--- config.mk ---
export PLATFORM = sky130hd
export DESIGN_NAME = spiMaster
export DESIGN_NICKNAME = d
export VERILOG_FILES = /design/src/rtl/spiPkg.sv /design/src/rtl/spiClockGen.sv /design/src/rtl/spiMaster.sv /design/src/rtl/spiRegCtrl.sv /design/src/rtl/spiShifter.sv
export SDC_FILE = /design/constraint.sdc
export NUM_CORES = 1
export LEC_CHECK = 0
export BUFFER_PORTS_ARGS = -buffer_cell sky130_fd_sc_hd__buf_2
export CORE_MARGIN = 1.5
export CORE_UTILIZATION = 61
export DETAILED_ROUTE_END_ITERATION = 12
export GPL_ROUTABILITY_DRIVEN = 1
export HOLD_SLACK_MARGIN = 0.02
export PLACE_DENSITY = 0.83
export SYNTH_ARGS = -nofsm -noshare
export SYNTH_HDL_FRONTEND = slang
export SYNTH_SLANG_ARGS = --single-unit
--- constraint.sdc ---
create_clock -name cp2 -period 4.09 [get_ports cp2]
set_input_delay 0.409 -clock cp2 [delete_from_list [all_inputs] [get_ports cp2]]
set_output_delay 0.409 -clock cp2 [all_outputs]
set_load 0.05 [all_outputs]
--- src/rtl/spiPkg.sv ---
package spiPkg;

   // ********************************************************
   // Bus and counter widths
   // ********************************************************

   localparam int AddrWidth   = 6;   // I/O address space
   localparam int DataWidth   = 8;   // Data bus and shift register
   localparam int DivWidth    = 6;   // Rate divider
   localparam int BitCntWidth = 4;   // Transfer state / bit counter

   // ********************************************************
   // SPCR bit positions
   // ********************************************************

   localparam int SpieBit = 7;   // Interrupt enable
   localparam int SpeBit  = 6;   // SPI enable
   localparam int DordBit = 5;   // LSB first when set
   localparam int MstrBit = 4;
   localparam int CpolBit = 3;
   localparam int CphaBit = 2;
   localparam int SprMsb  = 1;
   localparam int SprLsb  = 0;

   // SPSR bit positions
   localparam int SpifBit  = 7;   // Transfer complete
   localparam int WcolBit  = 6;   // Write collision
   localparam int Spi2xBit = 0;   // Double speed

   // Master transfer sequence, one state per bit
   typedef enum logic [BitCntWidth-1:0] {
      XferIdle = 4'd0,
      XferBit0 = 4'd1,
      XferBit1 = 4'd2,
      XferBit2 = 4'd3,
      XferBit3 = 4'd4,
      XferBit4 = 4'd5,
      XferBit5 = 4'd6,
      XferBit6 = 4'd7,
      XferBit7 = 4'd8
   } xferStateT;

endpackage

--- src/rtl/spiClockGen.sv ---
`timescale 1ns/1ps

module spiClockGen (
   input  logic       cp2,
   input  logic       ireset,
   input  logic       busy,
   input  logic       start,
   input  logic       ctrlWrite,
   input  logic       cpolNew,
   input  logic       cpol,
   input  logic       cpha,
   input  logic [1:0] spr,
   input  logic       spi2x,
   output logic       scko,
   output logic       bitStep,
   output logic       samplePulse
);

   logic [spiPkg::DivWidth-1:0] divCnt;
   logic [spiPkg::DivWidth-1:0] divTerm;   // Half period minus one
   logic                        halfTick;
   logic                        phase;     // Second half of the bit when set
   logic                        sckReg;
   logic                        sckNext;
   logic                        sampleEdge;

   // ********************************************************
   // Rate divider
   // ********************************************************

   always_comb
   begin
      case ({spi2x, spr})
         3'b000:  divTerm = spiPkg::DivWidth'(1);    // fosc/4
         3'b001:  divTerm = spiPkg::DivWidth'(7);    // fosc/16
         3'b010:  divTerm = spiPkg::DivWidth'(31);   // fosc/64
         3'b011:  divTerm = spiPkg::DivWidth'(63);   // fosc/128
         3'b100:  divTerm = spiPkg::DivWidth'(0);    // fosc/2
         3'b101:  divTerm = spiPkg::DivWidth'(3);    // fosc/8
         3'b110:  divTerm = spiPkg::DivWidth'(15);   // fosc/32
         default: divTerm = spiPkg::DivWidth'(31);   // fosc/64
      endcase
   end

   assign halfTick = busy & (divCnt == divTerm);
   assign bitStep  = halfTick & phase;   // End of a full bit period

   always_ff @(posedge cp2)
   begin
      if (!ireset)
      begin
         divCnt <= '0;
         phase  <= 1'b0;
      end
      else if (!busy)
      begin
         divCnt <= '0;   // Each transfer starts from a clean count
         phase  <= 1'b0;
      end
      else if (halfTick)
      begin
         divCnt <= '0;
         phase  <= ~phase;
      end
      else
         divCnt <= divCnt + 1'b1;
   end

   // ********************************************************
   // SCK waveform
   // ********************************************************

   always_comb
   begin
      sckNext = sckReg;
      if (ctrlWrite)
         sckNext = cpolNew;
      else if (start)
         sckNext = cpha ? ~cpol : cpol;   // CPHA leading edge on start
      else if (halfTick)
         sckNext = ~sckReg;
   end

   // Rising edge when CPOL equals CPHA, falling otherwise
   assign sampleEdge = (cpol == cpha) ? (~sckReg & sckNext) : (sckReg & ~sckNext);

   always_ff @(posedge cp2)
   begin
      if (!ireset)
      begin
         sckReg      <= 1'b0;
         samplePulse <= 1'b0;
      end
      else
      begin
         sckReg      <= sckNext;
         samplePulse <= busy & sampleEdge;
      end
   end

   // Parked at CPOL between transfers, so the last CPHA edge never shows
   assign scko = busy ? sckReg : cpol;

endmodule

--- src/rtl/spiMaster.sv ---
`timescale 1ns/1ps

module spiMaster #(
   parameter logic [spiPkg::AddrWidth-1:0] SpcrAddr = 6'h0D,
   parameter logic [spiPkg::AddrWidth-1:0] SpsrAddr = 6'h0E,
   parameter logic [spiPkg::AddrWidth-1:0] SpdrAddr = 6'h0F
) (
   input  logic                           cp2,
   input  logic                           ireset,
   input  logic [spiPkg::AddrWidth-1:0]   adr,
   input  logic [spiPkg::DataWidth-1:0]   dbusIn,
   input  logic                           iore,
   input  logic                           iowe,
   output logic [spiPkg::DataWidth-1:0]   dbusOut,
   output logic                           outEn,
   input  logic                           misoi,
   output logic                           mosio,
   output logic                           scko,
   output logic                           spe,
   output logic                           spimaster,
   output logic                           spiirq,
   input  logic                           spiack
);

   logic                         start;
   logic                         done;
   logic                         busy;
   logic                         ctrlWrite;
   logic                         cpolNew;
   logic                         cpol;
   logic                         cpha;
   logic                         dord;
   logic [1:0]                   spr;
   logic                         spi2x;
   logic                         bitStep;
   logic                         samplePulse;
   logic [spiPkg::DataWidth-1:0] rxData;

   spiRegCtrl #(
      .SpcrAddr (SpcrAddr),
      .SpsrAddr (SpsrAddr),
      .SpdrAddr (SpdrAddr)
   ) spiRegCtrl_inst (
      .cp2       (cp2),       .ireset    (ireset),
      .adr       (adr),       .dbusIn    (dbusIn),
      .iore      (iore),      .iowe      (iowe),
      .spiack    (spiack),    .dbusOut   (dbusOut),
      .outEn     (outEn),     .bitStep   (bitStep),
      .rxData    (rxData),    .start     (start),
      .done      (done),      .busy      (busy),
      .ctrlWrite (ctrlWrite), .cpolNew   (cpolNew),
      .cpol      (cpol),      .cpha      (cpha),
      .dord      (dord),      .spr       (spr),
      .spi2x     (spi2x),     .spe       (spe),
      .spimaster (spimaster), .spiirq    (spiirq)
   );

   spiClockGen spiClockGen_inst (
      .cp2         (cp2),       .ireset    (ireset),
      .busy        (busy),      .start     (start),
      .ctrlWrite   (ctrlWrite), .cpolNew   (cpolNew),
      .cpol        (cpol),      .cpha      (cpha),
      .spr         (spr),       .spi2x     (spi2x),
      .scko        (scko),      .bitStep   (bitStep),
      .samplePulse (samplePulse)
   );

   // Loads on the same edge the sequencer leaves idle
   spiShifter spiShifter_inst (
      .cp2         (cp2),         .ireset  (ireset),
      .start       (start),       .txData  (dbusIn),
      .dord        (dord),        .bitStep (bitStep),
      .samplePulse (samplePulse), .done    (done),
      .misoi       (misoi),       .mosio   (mosio),
      .rxData      (rxData)
   );

endmodule

--- src/rtl/spiRegCtrl.sv ---
`timescale 1ns/1ps

module spiRegCtrl #(
   parameter logic [spiPkg::AddrWidth-1:0] SpcrAddr = 6'h0D,
   parameter logic [spiPkg::AddrWidth-1:0] SpsrAddr = 6'h0E,
   parameter logic [spiPkg::AddrWidth-1:0] SpdrAddr = 6'h0F
) (
   input  logic                           cp2,
   input  logic                           ireset,
   input  logic [spiPkg::AddrWidth-1:0]   adr,
   input  logic [spiPkg::DataWidth-1:0]   dbusIn,
   input  logic                           iore,
   input  logic                           iowe,
   input  logic                           spiack,
   output logic [spiPkg::DataWidth-1:0]   dbusOut,
   output logic                           outEn,
   input  logic                           bitStep,
   input  logic [spiPkg::DataWidth-1:0]   rxData,
   output logic                           start,
   output logic                           done,
   output logic                           busy,
   output logic                           ctrlWrite,
   output logic                           cpolNew,
   output logic                           cpol,
   output logic                           cpha,
   output logic                           dord,
   output logic [1:0]                     spr,
   output logic                           spi2x,
   output logic                           spe,
   output logic                           spimaster,
   output logic                           spiirq
);

   logic [spiPkg::DataWidth-1:0] spcr;
   logic                         spif;
   logic                         wcol;
   logic                         spifArm;   // Status read seen with SPIF set
   logic                         wcolArm;   // Status read seen with WCOL set

   spiPkg::xferStateT            xferState;
   spiPkg::xferStateT            xferNext;

   logic                         spcrSel;
   logic                         spsrSel;
   logic                         spdrSel;
   logic                         statusWrite;
   logic                         statusRead;
   logic                         dataWrite;
   logic                         dataAccess;
   logic                         collision;
   logic                         lastStep;

   // ********************************************************
   // Bus decode
   // ********************************************************

   assign spcrSel     = (adr == SpcrAddr);
   assign spsrSel     = (adr == SpsrAddr);
   assign spdrSel     = (adr == SpdrAddr);

   assign ctrlWrite   = spcrSel & iowe;
   assign statusWrite = spsrSel & iowe;
   assign statusRead  = spsrSel & iore;
   assign dataWrite   = spdrSel & iowe;
   assign dataAccess  = spdrSel & (iore | iowe);

   assign cpolNew     = dbusIn[spiPkg::CpolBit];

   // SPCR fields
   assign spe       = spcr[spiPkg::SpeBit];
   assign spimaster = spcr[spiPkg::MstrBit];
   assign dord      = spcr[spiPkg::DordBit];
   assign cpol      = spcr[spiPkg::CpolBit];
   assign cpha      = spcr[spiPkg::CphaBit];
   assign spr       = spcr[spiPkg::SprMsb:spiPkg::SprLsb];

   assign busy      = (xferState != spiPkg::XferIdle);
   assign start     = dataWrite & spe & spimaster & ~busy;
   assign collision = dataWrite & busy;   // Refused write
   assign lastStep  = (xferState == spiPkg::XferBit7) & bitStep;

   assign spiirq    = spcr[spiPkg::SpieBit] & spif;

   always_ff @(posedge cp2)
   begin
      if (!ireset)
      begin
         spcr  <= '0;
         spi2x <= 1'b0;
      end
      else
      begin
         if (ctrlWrite)
            spcr <= dbusIn;
         if (statusWrite)
            spi2x <= dbusIn[spiPkg::Spi2xBit];   // Only writable SPSR bit
      end
   end

   // ********************************************************
   // Transfer sequencer
   // ********************************************************

   always_comb
   begin
      xferNext = xferState;
      if (!busy)
      begin
         if (start)
            xferNext = spiPkg::XferBit0;
      end
      else if (bitStep)
      begin
         if (xferState == spiPkg::XferBit7)
            xferNext = spiPkg::XferIdle;
         else
            xferNext = spiPkg::xferStateT'(xferState + 1'b1);
      end
   end

   always_ff @(posedge cp2)
   begin
      if (!ireset)
      begin
         xferState <= spiPkg::XferIdle;
         done      <= 1'b0;
      end
      else
      begin
         xferState <= xferNext;
         done      <= lastStep;   // Receive register update strobe
      end
   end

   // ********************************************************
   // SPIF / WCOL flags and their clear sequences
   // ********************************************************

   always_ff @(posedge cp2)
   begin
      if (!ireset)
      begin
         spif    <= 1'b0;
         wcol    <= 1'b0;
         spifArm <= 1'b0;
         wcolArm <= 1'b0;
      end
      else
      begin
         if (statusRead && spif)
            spifArm <= 1'b1;
         else if (dataAccess)
            spifArm <= 1'b0;

         if (statusRead && wcol)
            wcolArm <= 1'b1;
         else if (dataAccess)
            wcolArm <= 1'b0;

         if (lastStep)
            spif <= 1'b1;
         else if (spiack || (spifArm && dataAccess))
            spif <= 1'b0;

         // A colliding write never clears its own flag
         if (collision)
            wcol <= 1'b1;
         else if (wcolArm && dataAccess)
            wcol <= 1'b0;
      end
   end

   // Read mux
   always_comb
   begin
      dbusOut = '0;
      outEn   = 1'b0;
      if (spdrSel)
      begin
         dbusOut = rxData;
         outEn   = iore;
      end
      else if (spsrSel)
      begin
         dbusOut[spiPkg::SpifBit]  = spif;
         dbusOut[spiPkg::WcolBit]  = wcol;
         dbusOut[spiPkg::Spi2xBit] = spi2x;
         outEn                     = iore;
      end
      else if (spcrSel)
      begin
         dbusOut = spcr;
         outEn   = iore;
      end
   end

endmodule

--- src/rtl/spiShifter.sv ---
`timescale 1ns/1ps

module spiShifter (
   input  logic                           cp2,
   input  logic                           ireset,
   input  logic                           start,
   input  logic [spiPkg::DataWidth-1:0]   txData,
   input  logic                           dord,
   input  logic                           bitStep,
   input  logic                           samplePulse,
   input  logic                           done,
   input  logic                           misoi,
   output logic                           mosio,
   output logic [spiPkg::DataWidth-1:0]   rxData
);

   logic [spiPkg::DataWidth-1:0] shReg;
   logic [spiPkg::DataWidth-1:0] shNext;
   logic                         holdBit;   // Last sampled MISO
   logic                         inBit;

   function automatic logic [spiPkg::DataWidth-1:0] reverseBits(
      input logic [spiPkg::DataWidth-1:0] value
   );
      logic [spiPkg::DataWidth-1:0] res;
      for (int i = 0; i < spiPkg::DataWidth; i++)
         res[i] = value[spiPkg::DataWidth-1-i];
      return res;
   endfunction

   // At fosc/2 the sample and the shift fall in the same cycle
   assign inBit = samplePulse ? misoi : holdBit;

   // ********************************************************
   // Load / shift
   // ********************************************************

   always_comb
   begin
      shNext = shReg;
      if (start)
      begin
         if (dord)
            shNext = reverseBits(txData);   // LSB goes out first
         else
            shNext = txData;
      end
      else if (done)
         shNext[spiPkg::DataWidth-1] = 1'b1;
      else if (bitStep)
         shNext = {shReg[spiPkg::DataWidth-2:0], inBit};
   end

   always_ff @(posedge cp2)
   begin
      if (!ireset)
      begin
         shReg   <= '1;
         mosio   <= 1'b0;
         holdBit <= 1'b0;
         rxData  <= '0;
      end
      else
      begin
         shReg <= shNext;
         mosio <= shNext[spiPkg::DataWidth-1];   // Tracks the MSB
         if (samplePulse)
            holdBit <= misoi;
         if (done)
            rxData <= dord ? reverseBits(shReg) : shReg;
      end
   end

endmodule

## Word level (Yosys, flattened, before mapping)

Index checks and enable logic that the tools add are counted.

- Memories: 0
- Word-level logic and storage cells: 105
- Latch bits: 0
- Input bits: 20
- Bits in registers: 45
- Bits in read-only memories: 0
- Memory bits (writable): 0

- Reductions and logical operators: 17
- $mul: 0
- Shift operators: 0
- Order comparisons: 0
- Equal/unequal tests: 13
- Add/sub/neg operators: 2
- Div/mod/pow operators: 0
- Multiplexer cells: 33
- Bitwise gates (word level): 23

Operators by type and width:

| cell | number |
|---|---|
| 2-to-1 mux 8 bit | 6 |
| case mux 6 bit (6 select lines) | 1 |
| 2-to-1 mux 1 bit | 19 |
| equality test 6 x 4 -> 1 bit, second input constant | 3 |
| AND 1 bit | 16 |
| 2-to-1 mux 4 bit | 4 |
| nonzero test 2 bit | 6 |
| equality test 3 bit, second input constant | 3 |
| 2-to-1 mux 7 bit | 1 |
| adder 6 x 1 -> 6 bit, second input constant | 1 |
| equality test 6 bit | 1 |
| NOT 1 bit | 6 |
| AND reduction 2 bit | 3 |
| 2-to-1 mux 5 bit | 1 |
| adder 4 x 1 -> 4 bit, second input constant | 1 |
| equality test 4 bit, second input constant | 1 |
| logical AND 1 bit | 4 |
| nonzero test 4 bit | 1 |
| equality test 3 x 1 -> 1 bit, second input constant | 1 |
| equality test 3 x 2 -> 1 bit, second input constant | 1 |
| zero test 3 bit | 1 |
| OR reduction 3 bit | 1 |
| 2-to-1 mux 2 bit | 1 |
| inequality test 2 x 1 -> 1 bit, second input constant | 1 |
| other kinds (4) | 4 |

## Logic depth before layout (Yosys ltp)

- Word-level depth: 11
- Gate-level depth with buffers: 8
- Gate-level depth less buffers: 8

## Modules after synthesis

From an unflattened synthesis, not the netlist that was laid out.

- Cell total of the unflattened synthesis: 277
- Area total of the unflattened synthesis: 2499.9 sq um

Modules (own cells, without submodules):

| module | seq. area each (sq um) | times used | cells an instance | area each (sq um) |
|---|---|---|---|---|
| spiRegCtrl | 360.3 | 1 | 120 | 1049.8 |
| spiShifter | 360.3 | 1 | 93 | 905.9 |
| spiClockGen | 180.2 | 1 | 64 | 544.3 |

## Worst setup path before layout

OpenSTA, ideal clock, no wires.

- Path type: in2out
- From: in adr[1] (netlist name)
- To: out dbusOut[0] (netlist name)
- Required time: 3681 ps
- Setup slack: 1800 ps
- Stages on the path: 6
- Data arrival time: 1881 ps
- Path buffers: 2
- Cells stage by stage: clkbuf_1 -> clkbuf_1 -> nand2_1 -> o21ai_0 -> a22oi_1 -> nor2_1

- Longest elaborated chain between the ends: 4
- Elaborated cells between the ends (all ways): 6
- Those cells by class: 3 x eq/ne; 3 x mux

Ends and longest elaborated chain:

| what | line | source |
|---|---|---|
| from (decl) | spiMaster.sv:10 | `input logic [spiPkg::AddrWidth-1:0] adr,` |
| equality test 6 x 4 -> 1 bit | spiRegCtrl.sv:57 | `assign spcrSel = (adr == SpcrAddr);` |
| 2-to-1 mux 8 bit | spiRegCtrl.sv:190 | `else if (spcrSel)` |
| 2-to-1 mux 1 bit | spiRegCtrl.sv:183 | `else if (spsrSel)` |
| 2-to-1 mux 8 bit * | spiRegCtrl.sv:178 | `if (spdrSel)` |
| to (decl) | spiMaster.sv:14 | `output logic [spiPkg::DataWidth-1:0] dbusOut,` |

Mark *: on every way between the ends. The rest lies on a longest branch, timed or not.

## Worst setup path after layout

- From: reg spiRegCtrl_inst.xferState[0]
- To: reg spiShifter_inst.shReg[7] (netlist name)

- Longest elaborated chain between the ends: 6
- Elaborated cells between the ends (all ways): 8
- Those cells by class: 3 x mux; 4 x bitwise; 1 x reduce/logical

Ends and longest elaborated chain:

| what | line | source |
|---|---|---|
| from (decl) | spiRegCtrl.sv:40 | `spiPkg::xferStateT xferState;` |
| from (signal assigned) | spiRegCtrl.sv:125 | `xferState <= spiPkg::XferIdle;` |
| from (signal assigned) | spiRegCtrl.sv:130 | `xferState <= xferNext;` |
| nonzero test 4 bit * | spiRegCtrl.sv:77 | `assign busy = (xferState != spiPkg::XferIdle);` |
| AND 1 bit | spiClockGen.sv:45 | `assign halfTick = busy & (divCnt == divTerm);` |
| AND 1 bit | spiClockGen.sv:46 | `assign bitStep = halfTick & phase;` |
| 2-to-1 mux 8 bit | spiShifter.sv:50 | `else if (bitStep)` |
| 2-to-1 mux 1 bit | spiShifter.sv:48 | `else if (done)` |
| 2-to-1 mux 8 bit * | spiShifter.sv:41 | `if (start)` |
| to (signal assigned) | spiShifter.sv:65 | `shReg <= shNext;` |
| to (decl) | spiShifter.sv:17 | `logic [spiPkg::DataWidth-1:0] shReg;` |

Mark *: on every way between the ends. The rest lies on a longest branch, timed or not. The select of a mux whose other input is x is not followed.
A chain may end at the register's enable or synchronous reset.

==> results.tsv <==
metric	value	unit
outcome	finished, final reports clean	
grt_overflow	0	
ys_seq_area_share	35.3	%
fp-row-count	23	
grt_pass1_wl	9110	um
first_global_vias	1980	
cts_resized	0	
period_minus_slack	2.26	ns
ys_dominant_reg_cell	dfxtp_1	
post_synth.cell_area_avg	8.72	sq um
cts_max_path_buffers	2	
vias_per_cell	6.04	
drv_cap	0	
synthesis.area	2550	sq um
cts_tree	done	
end_kind	register	
critical_path_class	register to register	
cp_data_arrival_time	2.41	ns
power_frac_seq	56.0	%
dpl_cell_area	2700	sq um
netlist.area_leader.share	35.3	%
cts.clk_slew.worst_paths	0.08	ns
initial_utilization	63.8	%
fmax	0.443	GHz
r2r_end	spiShifter_inst.shReg[7]	
required	4.24	ns
switching_share	22.7	%
wire_per_inst	15.6	um
p_int	0.000607	W
synthTopCellsByArea	dfxtp_1 (35%), mux2i_1 (12%), nand2_1 (4.0%)	
yosysUniqueCellTypes	54	
io_pins	34	
final_layout_size_suffix_gt1_share	17.0	%
skew	0.00523	ns
cp_slowest_cell	nor3b_1	
grt_use_total	26.6	%
syn_nets	316	
p_leak	1.15	nW
holdPathEnd	spiRegCtrl_inst.spcr[5]	
gp_congestion	0.849	
grt_max_degree	51	
routed-via-count	2215	
cp_max_fo	10	
synth.most_common_cell	dfxtp_1	
clk_latency	0.30	ns
max_stage_delay	0.40	ns
p_comb_share	5.3	%
critPathLaunchType	register	
ff2ff_setup_slack	1.83	ns
die-area	4580	sq um
hold_start	dbusIn[5]	
yosys_warnings	0	
hold_violations	0	
synth_top_area_cell	dfxtp_1	
cts-root-buf	clkbuf_8	
synth_edf_count	0	
clkPwrFrac	38.7	%
reg2regPathDepth	7	
critPathTopFamily	simple AND/OR/NAND/NOR gates	
drt_iter0_drc	164	
cts_setup_buffers	0	
die_w	67.7	um
ys_top_cells_by_count	dfxtp_1 (45), mux2i_1 (30), nand2_1 (27)	
antenna_found_initial	0	
fin_area	2800	sq um
path_buf_inv	1	
slew_violations	0	
antennaDiodeCount	0	
relSlewSlack	37.0	%
synth_seq_cells	45	
portBuffers	33	
p_sw	0.000178	W
numCtsBuffers	5	
crit-reg2reg-launch	spiRegCtrl_inst.xferState[0]	
cts-htree-levels	2	
rsz0062_at_grt	no	
dr.pass1.iters	5	
ant_nets	0	
dieHeight	67.7	um
tightest_slew	0.944	ns
power_density	281	nW/um^2
vdd_drop_max	208	uV
path_cells	inv_1, ha_1, nor3b_1, and3_1, nand3_1, a211oi_1, o21ai_1	
area_delta_synth_final	9.55	%
cts.sinks	45	
synthCells	293	
coreArea	4000	sq um
min_period_over_period	55.2	%
dp_hpwl	4050	um
nets	339	
synthArstFlopShare	0	%
whs_path_depth	3	
setup-tns-final	0	ns
holdBufCountCts	0	
drc	0	
wl	5730	um
hold_class	input pin to register	
setup_violations	0	
-- worst register-to-register path: stages (launching register included) --
cell	delay, ns
dfxtp_1	0.33
inv_1	0.10
ha_1	0.20
nor3b_1	0.40
and3_1	0.28
nand3_1	0.30
a211oi_1	0.39
o21ai_1	0.12
-- layout by cell type (no fill, tap or decap), types with 4 or more instances in the layout --
cell type	count
nor2_1	26
dfxtp_1	45
and3_1	4
mux2i_1	30
nand2_1	27
nor2b_1	15
nand2b_1	5
nand3_1	12
o21ai_0	5
a21oi_1	12
clkbuf_8	7
xor2_1	4
buf_2	33
nand3b_1	7
a311oi_1	6
nor3_1	7
o211a_1	8
inv_1	9
-- area by class of cell --
class	count	area, sq um
sequential	45	901
inverter	9	33.8
fill	339	1200
multi-input combinational	222	1530
timing repair buffer	33	165
clock inverter	1	5.00
tap	50	62.6
clock buffer	7	96.3
-- flip-flops by register name, summed over array words and instances (netlist names) --
signal	cells
spiRegCtrl_inst.xferState	4
spiShifter_inst.mosio	1
spiShifter_inst.shReg	8
spiClockGen_inst.phase	1
spiRegCtrl_inst.done	1
spiClockGen_inst.sckReg	1
spiShifter_inst.rxData	8
spiRegCtrl_inst.spif	1
spiRegCtrl_inst.spifArm	1
spiRegCtrl_inst.spi2x	1
spiRegCtrl_inst.wcolArm	1
spiClockGen_inst.samplePulse	1
spiRegCtrl_inst.spcr	8
spiShifter_inst.holdBit	1
spiClockGen_inst.divCnt	6
spiRegCtrl_inst.wcol	1
-- worst max path at each step --
stage                                 startpoint                  endpoint  slack (ns)  cells past startpoint
floorplan                                 adr[1]                dbusOut[0]        1.80                      6
global placement    spiRegCtrl_inst.xferState[0]  spiShifter_inst.shReg[0]        1.97                      7
detailed placement  spiRegCtrl_inst.xferState[0]  spiShifter_inst.shReg[7]        1.87                      7
CTS                      spiRegCtrl_inst.spcr[5]                dbusOut[5]        1.81                      3
global route        spiRegCtrl_inst.xferState[0]  spiShifter_inst.shReg[7]        1.62                      7
finish              spiRegCtrl_inst.xferState[0]  spiShifter_inst.shReg[7]        1.83                      7
-- layer usage --
metal | global-route usage [%] | share of wire, %
met4 | 12.5 | 2.2
met1 | 33.8 | 44
met3 | 6.33 | 4.8
met2 | 42.3 | 49
met5 | 0 | 0
-- stage by stage --
stage	utilization [%]	setup WS, ns	cells	total power, W	hold slack, ns
after floorplan	-	1.80	293	0.000474	0.449
after global placement	67.4	1.97	359	0.000490	0.458
after detailed placement	67.4	1.87	359	0.000491	0.463
after CTS	69.9	1.81	367	0.000792	0.392
after global routing	69.9	1.62	367	0.000812	0.411
final	69.9	1.83	367	0.000785	0.396
-- power by group through the flow --
stage                     clock, W  combinational, W  sequential, W
final                     0.000304         0.0000416       0.000440
after global routing      0.000326         0.0000455       0.000440
after CTS                 0.000311         0.0000414       0.000440
after detailed placement         0         0.0000413       0.000450
after global placement           0         0.0000403       0.000450
after floorplan                  0         0.0000222       0.000451
-- logic make-up after synthesis --
group                    share of synthesized area, %
AO/OA/AOI/OAI                                    16.7
multiplexers                                     12.6
XOR/XNOR                                         2.40
buffers and inverters                            4.65
flip-flops                                       35.3
adder cells (fa/ha/maj)                          1.47
AND/OR/NAND/NOR                                  26.8
Note: power is estimated with default switching activity, not from simulation.
